$ cat src/hw/scan_doubler_pkg.sv
package scan_doubler_pkg;

	// bits per colour component
	localparam int unsigned component_depth = 8;

	// pixels per bank of the line store
	localparam int unsigned max_line_pixels = 1024;

	// address width of one bank, log2 of max_line_pixels
	localparam int unsigned line_addr_w = 10;

	typedef logic [component_depth-1:0] component_t;

	// position of a pixel within a stored line
	typedef logic [line_addr_w-1:0] pixel_addr_t;

	// one bit wider than an address so a full line of max_line_pixels fits
	typedef logic [line_addr_w:0] pixel_count_t;

	typedef struct packed {
		component_t red;
		component_t green;
		component_t blue;
	} rgb_t;

	// descriptor handed from capture to playback for every finished line
	typedef struct packed {
		pixel_count_t width;
		pixel_count_t sync_width;
		logic vsync;
		logic bank;
	} line_info_t;

	typedef enum logic [1:0] {
		idle,
		first_pass,
		second_pass
	} playback_state_t;

endpackage

$ cat src/hw/line_playback.sv
`timescale 1ns/1ns

module line_playback (
	input logic pixel_clk_in,
	input logic arst_n,
	input logic line_done,
	input scan_doubler_pkg::line_info_t line_info,
	input scan_doubler_pkg::rgb_t rd_pixel,
	output logic rd_bank,
	output scan_doubler_pkg::pixel_addr_t rd_addr,
	output scan_doubler_pkg::rgb_t rgb_out,
	output logic de_out,
	output logic hsync_out,
	output logic vsync_out
);

	scan_doubler_pkg::playback_state_t state;
	scan_doubler_pkg::line_info_t active;
	scan_doubler_pkg::line_info_t pending;
	scan_doubler_pkg::pixel_addr_t rd_cnt;
	logic pending_valid;
	logic new_line;
	logic last_pixel;

	// stage one lines up with the store output, stage two is the output register
	logic de_s1;
	logic hsync_s1;
	logic vsync_s1;

	// an empty line has nothing to play back
	assign new_line = line_done && (line_info.width != '0);

	assign last_pixel = (scan_doubler_pkg::pixel_count_t'(rd_cnt) +
		scan_doubler_pkg::pixel_count_t'(1)) == active.width;

	assign rd_bank = active.bank;
	assign rd_addr = rd_cnt;

	always_ff @(posedge pixel_clk_in or negedge arst_n) begin
		if (!arst_n) begin
			state <= scan_doubler_pkg::idle;
			active <= '0;
			rd_cnt <= '0;
			pending_valid <= 1'b0;
		end else begin
			case (state)
				scan_doubler_pkg::idle: begin
					if (new_line) begin
						active <= line_info;
						rd_cnt <= '0;
						state <= scan_doubler_pkg::first_pass;
					end
				end
				scan_doubler_pkg::first_pass: begin
					if (last_pixel) begin
						rd_cnt <= '0;
						state <= scan_doubler_pkg::second_pass;
					end else begin
						rd_cnt <= rd_cnt + scan_doubler_pkg::pixel_addr_t'(1);
					end
					if (new_line) begin
						pending_valid <= 1'b1;
					end
				end
				scan_doubler_pkg::second_pass: begin
					if (!last_pixel) begin
						rd_cnt <= rd_cnt + scan_doubler_pkg::pixel_addr_t'(1);
						if (new_line) begin
							pending_valid <= 1'b1;
						end
					end else begin
						rd_cnt <= '0;
						if (pending_valid) begin
							active <= pending;
							pending_valid <= new_line;
							state <= scan_doubler_pkg::first_pass;
						end else if (new_line) begin
							// a line finishing right now goes straight to playback
							active <= line_info;
							state <= scan_doubler_pkg::first_pass;
						end else begin
							state <= scan_doubler_pkg::idle;
						end
					end
				end
				default: begin
					state <= scan_doubler_pkg::idle;
				end
			endcase
		end
	end

	// only meaningful while pending_valid is set
	always_ff @(posedge pixel_clk_in) begin
		if (new_line && state != scan_doubler_pkg::idle) begin
			pending <= line_info;
		end
	end

	always_ff @(posedge pixel_clk_in or negedge arst_n) begin
		if (!arst_n) begin
			de_s1 <= 1'b0;
			hsync_s1 <= 1'b1;
			vsync_s1 <= 1'b1;
			de_out <= 1'b0;
			hsync_out <= 1'b1;
			vsync_out <= 1'b1;
			rgb_out <= '0;
		end else begin
			de_s1 <= state != scan_doubler_pkg::idle;
			hsync_s1 <= !(scan_doubler_pkg::pixel_count_t'(rd_cnt) < active.sync_width);
			vsync_s1 <= active.vsync;
			de_out <= de_s1;
			rgb_out <= de_s1 ? rd_pixel : '0;
			hsync_out <= de_s1 ? hsync_s1 : 1'b1;
			vsync_out <= de_s1 ? vsync_s1 : 1'b1;
		end
	end

endmodule

$ cat config.mk
export PLATFORM = sky130hd
export DESIGN_NAME = line_playback
export DESIGN_NICKNAME = d
export VERILOG_FILES = /design/src/hw/scan_doubler_pkg.sv /design/src/hw/line_playback.sv
export SDC_FILE = /design/constraint.sdc
export NUM_CORES = 1
export LEC_CHECK = 0
export BUFFER_PORTS_ARGS = -buffer_cell sky130_fd_sc_hd__buf_2
export CORE_MARGIN = 2
export CORE_UTILIZATION = 60
export CTS_CLUSTER_SIZE = 12
export DETAILED_ROUTE_END_ITERATION = 10
export GPL_ROUTABILITY_DRIVEN = 1
export PLACE_DENSITY = 0.95
export SYNTH_ARGS = -nofsm -noshare
export SYNTH_HDL_FRONTEND = slang
export SYNTH_SLANG_ARGS = --single-unit
$ cat constraint.sdc
create_clock -name pixel_clk_in -period 4.8 [get_ports pixel_clk_in]
set_input_delay 1.2 -clock pixel_clk_in [delete_from_list [all_inputs] [get_ports pixel_clk_in]]
set_output_delay 1.2 -clock pixel_clk_in [all_outputs]
set_load 0.05 [all_outputs]
==> summary.md <==
| Metric | Value |
|---|---|
| Core Area | 0.00737 mm² |
| Die area | 0.00842 mm² |
| Endpoints failing setup | 0 |
| Via Count | 3463 |
| H-tree levels | 3 |
| Worst Clk Skew | 15.0 ps |
| DR WL/cell | 18.1 µm |
| Crit-path cells | ha_1 -> nand3_4 -> or2_1 -> nor3_1 -> nor2_1 -> a2111oi_4 -> and2_4 -> a22oi_1 |
| Met3 Resource Use GR | 5.34% |
| Drt drc | 0 |
| GPL Wtd Cong | 0.821 |
| Clock Tree Root | clkbuf_8 |
| Clk slew on worst S/H paths | 90 ps |
| Synthesized netlist cell count | 396 |
| PortBufs | 88 |
| Max-slew violations | 0 |
| Hold Path Class | flip-flop to flip-flop |
| Synth unique cells | 57 |
| All-Layer GR Usage | 26.4% |
| Multi-input gate area | 0.00206 mm² |
| Mapped Area | 0.00462 mm² |
| Grt total ovfl | 0 |
| Largest net degree at the start of global routing | 40 |
| CP required | 5020 ps |
| Final hold vios | 0 |
| Max_cap viols | 0 |
| RSZ-0062 raised after global routing | false |
| Clk sinks | 91 |
| TritonCTS buffer count | 9 |
| Hold Path Origin | active[1] |
| Post-route cell area | 0.00534 mm² |
| WL final | 10600 µm |
| Tcrit/Tclk final | 62.4% |
| EDFF count, synth | 24 |
| Fill count | 517 |
| Initial DRT Pass Iterations | 5 |
| Dpl hpwl | 7300 µm |
| Die H | 91.8 µm |
| CTS tree | built |
| Fmax | 334 MHz |
| Worst path max stage delay | 490 ps |
| Seq. cell area | 0.00240 mm² |
| Crit path max fanout | 24 |
| Starting density of the core | 62.7% |
| Layer with the highest usage | met2 |
| Starting DRC count in detailed routing | 264 |
| Layout cell share with drive strength beyond 1 | 30.7% |
| Vias in the first global route | 3496 |
| Slowest stage cell on the critical path | dfrtp_1 |
| CTS Hold Bufs | 0 |
| Mapped Nets | 462 |
| Setup crit start | rd_addr[0] |
| Most frequent cells in the layout | 88 x buf_2, 63 x dfrtp_1, 39 x o21ai_0, 29 x and2_1, 26 x or3_1 |
| YS warnings | 0 |
| Met1 usage | 33.4% |
| M2 GR Usage | 44.4% |
| Worst slew margin | 16.3% |
| Slew at the pin with the worst max-slew slack | 1250 ps |
| Synthesized flop and latch total | 91 |
| Min Clock Period, post-route | 2990 ps |
| Leak | 2.39 nW |
| Commonest non-fill, non-tap cell in the layout | buf_2 |
| Pwr dens | 591 mW/mm² |
| Area grow syn2layout | 15.6% |
| Initial antenna violation count | 0 |
| Mapped Avg Cell Area | 11.7 µm² |
| Kind of critical path | flip-flop to flip-flop |
| PostCTS Resize Cnt | 0 |
| Final core occ | 72.5% |
| Fraction of registers with async set/reset | 73.6% |
| First-pass GRT wire length | 17300 µm |
| Crit Reg-Reg Startpoint | rd_addr[0] |
| Placed Area | 0.00513 mm² |
| CP Launch Type | flip-flop |
| Worst-case clock buffer depth | 2 |
| Io pins | 89 |
| Outcome | finished, final reports clean |
| Worst skew pair latency | 370 ps |
| Sequential area share after synthesis | 52.0% |
| Postcts setup bufs | 0 |
| Most used flip-flop cell after synthesis | dfrtp_1 |
| Vias per cell | 5.92 |
| Die width | 91.8 µm |
| NumNets Final | 547 |
| Total negative slack | 0 ps |
| Diodes inserted | 0 |
| Crit path DAT | 3210 ps |
| Std-Cell Rows | 31 |
| Antenna Nets Post-Route | 0 |
| Crit end category | flip-flop |
| Peak supply drop | 348 µV |
sequential cells by signal (all words and copies together), names as in the netlist:
signal and count:
pending 24, rgb_out 24, active 23, rd_addr 10, state 2, de_out 1, de_s1 1, hsync_out 1
hsync_s1 1, pending_valid 1, rd_bank 1, vsync_out 1, vsync_s1 1
Yosys cell counts (4+ instances only):
library cell | number | area [µm²]
mux2i_1 | 23 | 230
clkbuf_1 | 12 | 45.0
nor2_1 | 17 | 63.8
o21ai_0 | 39 | 195
a21oi_1 | 7 | 35.0
edfxtp_1 | 24 | 721
dfrtp_1 | 63 | 1580
xnor2_1 | 7 | 61.3
and2_1 | 29 | 181
nand2b_1 | 9 | 56.3
nor3_1 | 5 | 25.0
inv_1 | 17 | 63.8
or3_1 | 26 | 163
a22oi_2 | 21 | 263
nand2_1 | 11 | 41.3
a22o_1 | 8 | 70.1
ha_1 | 15 | 188
dfstp_2 | 4 | 105
final timing paths:
check / to / slack (ps) / cells after the start
setup / recovery: active[2] / 1810 / 8
setup reg to reg: active[2] / 1810 / 8
hold reg to reg: vsync_s1 / 390 / 0
hold / removal: vsync_s1 / 390 / 0
max in group asynchronous: hsync_out / 2910 / 2
min in group asynchronous: rd_bank / 950 / 1
through the flow:
stage / total power [mW] / hold WS [ps] / setup WS, ps / instances
floorplan: 2.28 / 354 / 1640 / 396
global placement: 2.55 / 374 / 1640 / 569
detailed placement: 2.62 / 370 / 1610 / 569
CTS: 3.16 / 395 / 1850 / 585
global route: 3.34 / 416 / 1660 / 585
finish: 3.16 / 394 / 1810 / 585
logic make-up (layout without fill, tap and decap cells):
group / Yosys count / in the layout / share of synthesized area [%]
and+or+nand+nor: 124 / 124 / 16.4
AOI/OAI and AO/OA: 96 / 96 / 16.7
DFF: 91 / 91 / 52.0
buffers and inverters: 36 / 126 / 3.68
muxes: 25 / 25 / 5.47
adders and majority gates: 15 / 15 / 4.06
xor gates and xnor gates: 9 / 9 / 1.71
layout make-up:
cell class	instances	area share (%)
inverters	17	1.19
repair buffers	93	8.95
flip-flops and latches	91	45.0
multi-input cells	269	38.7
clock inverters	6	1.31
clock buffers	10	2.58
well taps	99	2.32
power by group:
group	total, mW	leakage (nW)	switching (mW)	internal [mW]
sequential	1.24	1.06	0.183	1.06
clock	0.543	0.109	0.282	0.261
combinational	1.37	1.22	0.858	0.515
routing by layer:
metal	vias up	wire length [µm]
met4	0	181
met5	-	0
met1	1702	4170
met2	135	5480
li1	1608	-
met3	18	731
worst max-delay path, delay by kind of cell, from the launching register on:
kind	cells	cell delay, ps
AOI/OAI and AO/OA	2	570
DFF	1	490
and+or+nand+nor	5	1400
adders and majority gates	1	370
Note: power is estimated with default switching activity, not from simulation.
