[src/hw/scan_doubler_pkg.sv]
package scan_doubler_pkg;

	// bits per colour component
	localparam int unsigned component_depth = 8;

	// pixels per bank of the line store
	localparam int unsigned max_line_pixels = 1024;

	// address width of one bank, log2 of max_line_pixels
	localparam int unsigned line_addr_w = 10;

	typedef logic [component_depth-1:0] component_t;

	// position of a pixel within a stored line
	typedef logic [line_addr_w-1:0] pixel_addr_t;

	// one bit wider than an address so a full line of max_line_pixels fits
	typedef logic [line_addr_w:0] pixel_count_t;

	typedef struct packed {
		component_t red;
		component_t green;
		component_t blue;
	} rgb_t;

	// descriptor handed from capture to playback for every finished line
	typedef struct packed {
		pixel_count_t width;
		pixel_count_t sync_width;
		logic vsync;
		logic bank;
	} line_info_t;

	typedef enum logic [1:0] {
		idle,
		first_pass,
		second_pass
	} playback_state_t;

endpackage

[src/hw/line_capture.sv]
`timescale 1ns/1ns

module line_capture (
	input logic pixel_clk_in,
	input logic arst_n,
	input logic pix_en,
	input scan_doubler_pkg::rgb_t pixel,
	input logic hsync_in,
	input logic vsync_in,
	output logic wr_en,
	output logic wr_bank,
	output scan_doubler_pkg::pixel_addr_t wr_addr,
	output scan_doubler_pkg::rgb_t wr_pixel,
	output logic line_done,
	output scan_doubler_pkg::line_info_t line_info
);

	logic hsync_prev;
	logic line_end;
	logic hsync_rise;
	logic bank;
	logic sync_seen;
	logic line_vsync;
	logic room_left;
	scan_doubler_pkg::pixel_count_t wr_pos;
	scan_doubler_pkg::pixel_count_t sync_width;

	// a line ends on a sampled falling edge of hsync
	assign line_end = pix_en && hsync_prev && !hsync_in;
	assign hsync_rise = pix_en && !hsync_prev && hsync_in;

	assign room_left = wr_pos < scan_doubler_pkg::pixel_count_t'(scan_doubler_pkg::max_line_pixels);

	// the pixel that ends a line is the first pixel of the next one,
	// so it goes to address 0 of the other bank straight away
	assign wr_en = pix_en && (line_end || room_left);
	assign wr_bank = line_end ? !bank : bank;
	assign wr_addr = line_end ? '0 : scan_doubler_pkg::pixel_addr_t'(wr_pos);
	assign wr_pixel = pixel;

	always_ff @(posedge pixel_clk_in or negedge arst_n) begin
		if (!arst_n) begin
			hsync_prev <= 1'b1;
			wr_pos <= '0;
			bank <= 1'b0;
			sync_width <= '0;
			sync_seen <= 1'b0;
			line_vsync <= 1'b1;
			line_done <= 1'b0;
		end else begin
			line_done <= line_end;
			if (pix_en) begin
				hsync_prev <= hsync_in;
			end
			if (line_end) begin
				bank <= !bank;
				wr_pos <= scan_doubler_pkg::pixel_count_t'(1);
				sync_seen <= 1'b0;
				line_vsync <= vsync_in;
			end else if (pix_en) begin
				// past the end of the bank the count sticks and pixels are dropped
				if (room_left) begin
					wr_pos <= wr_pos + scan_doubler_pkg::pixel_count_t'(1);
				end
				if (hsync_rise && !sync_seen) begin
					sync_width <= wr_pos;
					sync_seen <= 1'b1;
				end
			end
		end
	end

	// a line whose sync never rose is treated as sync for its whole width
	always_ff @(posedge pixel_clk_in) begin
		if (line_end) begin
			line_info <= '{
				width: wr_pos,
				sync_width: sync_seen ? sync_width : wr_pos,
				vsync: line_vsync,
				bank: bank
			};
		end
	end

endmodule

[config.mk]
export PLATFORM = sky130hd
export DESIGN_NAME = line_capture
export DESIGN_NICKNAME = d
export VERILOG_FILES = /design/src/hw/scan_doubler_pkg.sv /design/src/hw/line_capture.sv
export SDC_FILE = /design/constraint.sdc
export NUM_CORES = 1
export LEC_CHECK = 0
export CAP_MARGIN = 15
export CORE_ASPECT_RATIO = 1.1
export CORE_MARGIN = 2
export CORE_UTILIZATION = 55
export CTS_BUF_LIST = sky130_fd_sc_hd__clkbuf_4 sky130_fd_sc_hd__clkbuf_8
export DETAILED_ROUTE_END_ITERATION = 16
export DONT_BUFFER_PORTS = 1
export GPL_TIMING_DRIVEN = 0
export PLACE_DENSITY_LB_ADDON = 0.05
export SLEW_MARGIN = 10
export SYNTH_ARGS = -nofsm -noshare
export SYNTH_HDL_FRONTEND = slang
export SYNTH_SLANG_ARGS = --single-unit
[constraint.sdc]
create_clock -name pixel_clk_in -period 2 [get_ports pixel_clk_in]
set_input_delay 0.4 -clock pixel_clk_in [delete_from_list [all_inputs] [get_ports pixel_clk_in]]
set_output_delay 0.4 -clock pixel_clk_in [all_outputs]
set_load 0.005 [all_outputs]
==> flow_summary_export.csv <==
group,metric,value,unit
status,result_of_the_run,"finished clean",
logic_synthesis,netlist_instances,165,
global_routing,remaining_overflow_grt,0,
run,drv.max_cap_violation_count,0,
sta,worst_clock_skew,0.00872,ns
logic_synthesis,synth.net_count,195,
sta,timing.final.crit_period,1.91,ns
die,rows,24,
sta,maxClockFrequency,525,MHz
drt,routed_via_density,5.50,
pwr,irDropWorstVdd,0.611,mV
clock_tree,clock_tree.root_cell,"sky130_fd_sc_hd__clkbuf_8",
logic_synthesis,flip_flop_and_latch_count_after_synthesis,51,
logic_synthesis,proportion_of_netlist_area_held_by_the_largest_area_contributor,32.1,%
drt,routedWlPerCell,16.8,um
clock_tree,cts_htree_levels,2,
placement,placer_congestion_estimate,0.793,
logic_synthesis,synthesis.area,2240,um2
logic_synthesis,netlist_top_cells_area,"sky130_fd_sc_hd__edfxtp_1 (32%), sky130_fd_sc_hd__dfrtp_1 (28%), sky130_fd_sc_hd__mux2_2 (12%)",
hold_path,worst_hold_path.num_cells,2,
sta,report.final.slew_viol_count,0,
sta,finalSetupViolCount,0,
clock_tree,cts.clk_slew.worst_paths,0.09,ns
sta,grt_setup_unrepaired,"no",
worst_setup_path,cp.arrival,1.51,ns
sta,worst_rel_slew_slack,52.6,%
die,die-area,4610,um2
worst_setup_path,worst-r2r-cell-count,4,
sta,whs,0.175,ns
drt,vias,1260,
drt,final_antenna_net_count,0,
die,chipWidth,64.9,um
clock_tree,clkLatencyLatePin,0.30,ns
drt,drtIter0Drc,74,
sta,timing_hold_violations_final,0,
logic_synthesis,post_synth.cell_area_avg,13.6,um2
die,start_util,57.0,%
logic_synthesis,netlist-cell-type-count,30,
die,floorplan.die.height,71.0,um
sta,worst_slew_pin_slew,0.710,ns
drt,drt_drc_violations_left,0,
die,core_region_area,3930,um2
logic_synthesis,synth_sequential_area_ratio,62.4,%
worst_setup_path,path_class,"reg2out",
logic_synthesis,yosysWarningCount,0,
worst_setup_path,crit_required,1.60,ns
cells_and_area,n_fill_cell,290,
drt,routed_wirelength,3.85,mm
placement,final_hpwl_from_detailed_placement,2.60,mm
die,num_io_pins,90,
worst_setup_path,cp-start-kind,"flop",
hold_path,min-delay-path-class,"in2reg",
logic_synthesis,top_cell_type_by_total_area_after_synthesis,"sky130_fd_sc_hd__edfxtp_1",
cells_and_area,nets,206,
cells_and_area,drive_gt1_share,40.7,%
pwr,power.static_leakage,1.08,nW
worst_setup_path,cp-end-kind,"primary output",
placement,port-buffer-count,0,
clock_tree,cts_tree,"done",
cells_and_area,flow.area_growth_from_synthesis,12.8,%
clock_tree,cts-root-to-sink-buffers,2,
drt,firstDrtPassIters,4,
global_routing,global_route_wire_length_before_repair,6.10,mm
clock_tree,numCtsBuffers,5,
global_routing,antenna_found_initial,0,
clock_tree,clock_sink_count,51,
pwr,p_per_area,1050,nW/um2
placement,place_inst,217,
sta,timing.final.crit_share,95.3,%
cells_and_area,stdcell_count,229,
global_routing,number_of_global_route_vias_before_repair,1227,
worst_setup_path,crit_fanout,10,
global_routing,track_usage,17.7,%
global_routing,grt_max_degree,35,
cells_and_area,num_antenna_cells,0,
==> layer usage <==
metal	track usage [%]	up-vias	part of all wire [%]
met2	30.4	68	52
li1	-	573	-
met3	6.04	5	7.7
met1	20.8	614	40
met4	5.67	0	1.2
met5	0	-	0
==> per-stage QoR <==
stage / power [W] / setup TNS (ns) / worst slack (ns) / utilization, % / area, um2
after global routing: 0.00278 / 0 / 0.0145 / 64.3 / 2530
after detailed placement: 0.00179 / -0.206 / -0.00962 / 58.7 / 2310
after floorplan: 0.00168 / 0 / 0.276 / - / 2240
after global placement: 0.00176 / 0 / 0.0382 / 58.7 / 2310
after CTS: 0.00265 / 0 / 0.0299 / 63.5 / 2500
final: 0.00265 / 0 / 0.0950 / 64.3 / 2530
==> critical path: stages, from the launching register on <==
cell	delay [ns]
sky130_fd_sc_hd__dfstp_2	0.54
sky130_fd_sc_hd__nor2b_4	0.20
sky130_fd_sc_hd__nand2_4	0.09
sky130_fd_sc_hd__clkbuf_8	0.17
sky130_fd_sc_hd__and2_2	0.20
==> synthesized netlist by cell type <==
| cell type | n |
|---|---|
| sky130_fd_sc_hd__a21o_1 | 1 |
| sky130_fd_sc_hd__a21oi_1 | 4 |
| sky130_fd_sc_hd__and2_1 | 9 |
| sky130_fd_sc_hd__and2_2 | 1 |
| sky130_fd_sc_hd__and4_1 | 1 |
| sky130_fd_sc_hd__and4bb_2 | 2 |
| sky130_fd_sc_hd__buf_2 | 2 |
| sky130_fd_sc_hd__buf_4 | 24 |
| sky130_fd_sc_hd__clkbuf_1 | 2 |
| sky130_fd_sc_hd__clkbuf_2 | 1 |
| sky130_fd_sc_hd__dfrtp_1 | 25 |
| sky130_fd_sc_hd__dfstp_2 | 2 |
| sky130_fd_sc_hd__edfxtp_1 | 24 |
| sky130_fd_sc_hd__ha_1 | 1 |
| sky130_fd_sc_hd__inv_1 | 3 |
| sky130_fd_sc_hd__mux2_2 | 23 |
| sky130_fd_sc_hd__nand2_1 | 8 |
| sky130_fd_sc_hd__nand3_1 | 3 |
| sky130_fd_sc_hd__nand4_1 | 2 |
| sky130_fd_sc_hd__nor2_1 | 8 |
| sky130_fd_sc_hd__nor2b_1 | 1 |
| sky130_fd_sc_hd__nor2b_2 | 1 |
| sky130_fd_sc_hd__nor4b_1 | 1 |
| sky130_fd_sc_hd__o2111ai_2 | 1 |
| sky130_fd_sc_hd__o211ai_1 | 1 |
| sky130_fd_sc_hd__o21ai_0 | 5 |
| sky130_fd_sc_hd__o21ba_2 | 1 |
| sky130_fd_sc_hd__or3_1 | 2 |
| sky130_fd_sc_hd__xnor2_1 | 4 |
| sky130_fd_sc_hd__xor2_1 | 2 |
==> layout by cell type, fill, tap and decap left out, types with 3 or more instances in the layout <==
cell                       netlist  routed
sky130_fd_sc_hd__a21oi_1         4       4
sky130_fd_sc_hd__and2_1          9       9
sky130_fd_sc_hd__buf_4          24      26
sky130_fd_sc_hd__clkbuf_8        0       6
sky130_fd_sc_hd__dfrtp_1        25      25
sky130_fd_sc_hd__edfxtp_1       24      24
sky130_fd_sc_hd__inv_1           3       3
sky130_fd_sc_hd__mux2_2         23      23
sky130_fd_sc_hd__nand2_1         8       7
sky130_fd_sc_hd__nand3_1         3       3
sky130_fd_sc_hd__nor2_1          8       8
sky130_fd_sc_hd__o21ai_0         5       4
sky130_fd_sc_hd__xnor2_1         4       3
==> timing repair <==
| action | in CTS | in global routing |
|---|---|---|
| setup endpoints to repair | 33 | 20 |
| hold buffers | 2 | 0 |
| buffers inserted | 0 | 2 |
| gates resized for setup | 6 | 3 |
| endpoints found under the hold margin | 27 | 0 |
==> power by group <==
| part | leakage (nW) | internal (W) | switching, W | total [W] |
|---|---|---|---|---|
| registers | 0.574 | 0.00127 | 0.000143 | 0.00141 |
| logic | 0.440 | 0.000234 | 0.000171 | 0.000406 |
| clock network | 0.0688 | 0.000513 | 0.000321 | 0.000835 |
| total | 1.08 | 0.00201 | 0.000635 | 0.00265 |
==> logic make-up after synthesis <==
| logic type | share of synthesized area, % |
|---|---|
| AOI/OAI and AO/OA | 3.79 |
| xor gates and xnor gates | 2.34 |
| adders and majority gates | 0.558 |
| buffers and inverters | 9.54 |
| DFF | 62.4 |
| muxes | 11.5 |
| and+or+nand+nor | 9.87 |
==> flip-flops by register name (all words and copies together) (netlist names) <==
signal	cells
line_info	24
bank	1
sync_width	11
hsync_prev	1
line_done	1
sync_seen	1
line_vsync	1
wr_pos	11
==> final cells by class <==
| type | instances | area, um2 | share of cell area (%) |
|---|---|---|---|
| tap | 52 | 65.1 | 2.57 |
| buffer | 29 | 213 | 8.40 |
| timing repair buffer | 4 | 45.0 | 1.78 |
| clock inverter | 2 | 60.1 | 2.37 |
| sequential | 51 | 1400 | 55.3 |
| clock buffer | 6 | 76.3 | 3.02 |
| inverter | 3 | 11.3 | 0.445 |
| multi-input combinational | 82 | 662 | 26.1 |
==> final timing paths <==
| path | start | slack, ns | to |
|---|---|---|---|
| worst max-delay path | hsync_prev | 0.09 | wr_addr[2] |
| worst min-delay path | vsync_in | 0.18 | line_vsync |
| worst max register to register | hsync_prev | 0.16 | line_info[20] |
| worst min register to register | wr_pos[5] | 0.46 | line_info[18] |
| max in group asynchronous | arst_n | 1.23 | hsync_prev |
| min in group asynchronous | arst_n | 0.54 | sync_width[8] |
No activity file was read; power rests on OpenSTA's default activity.
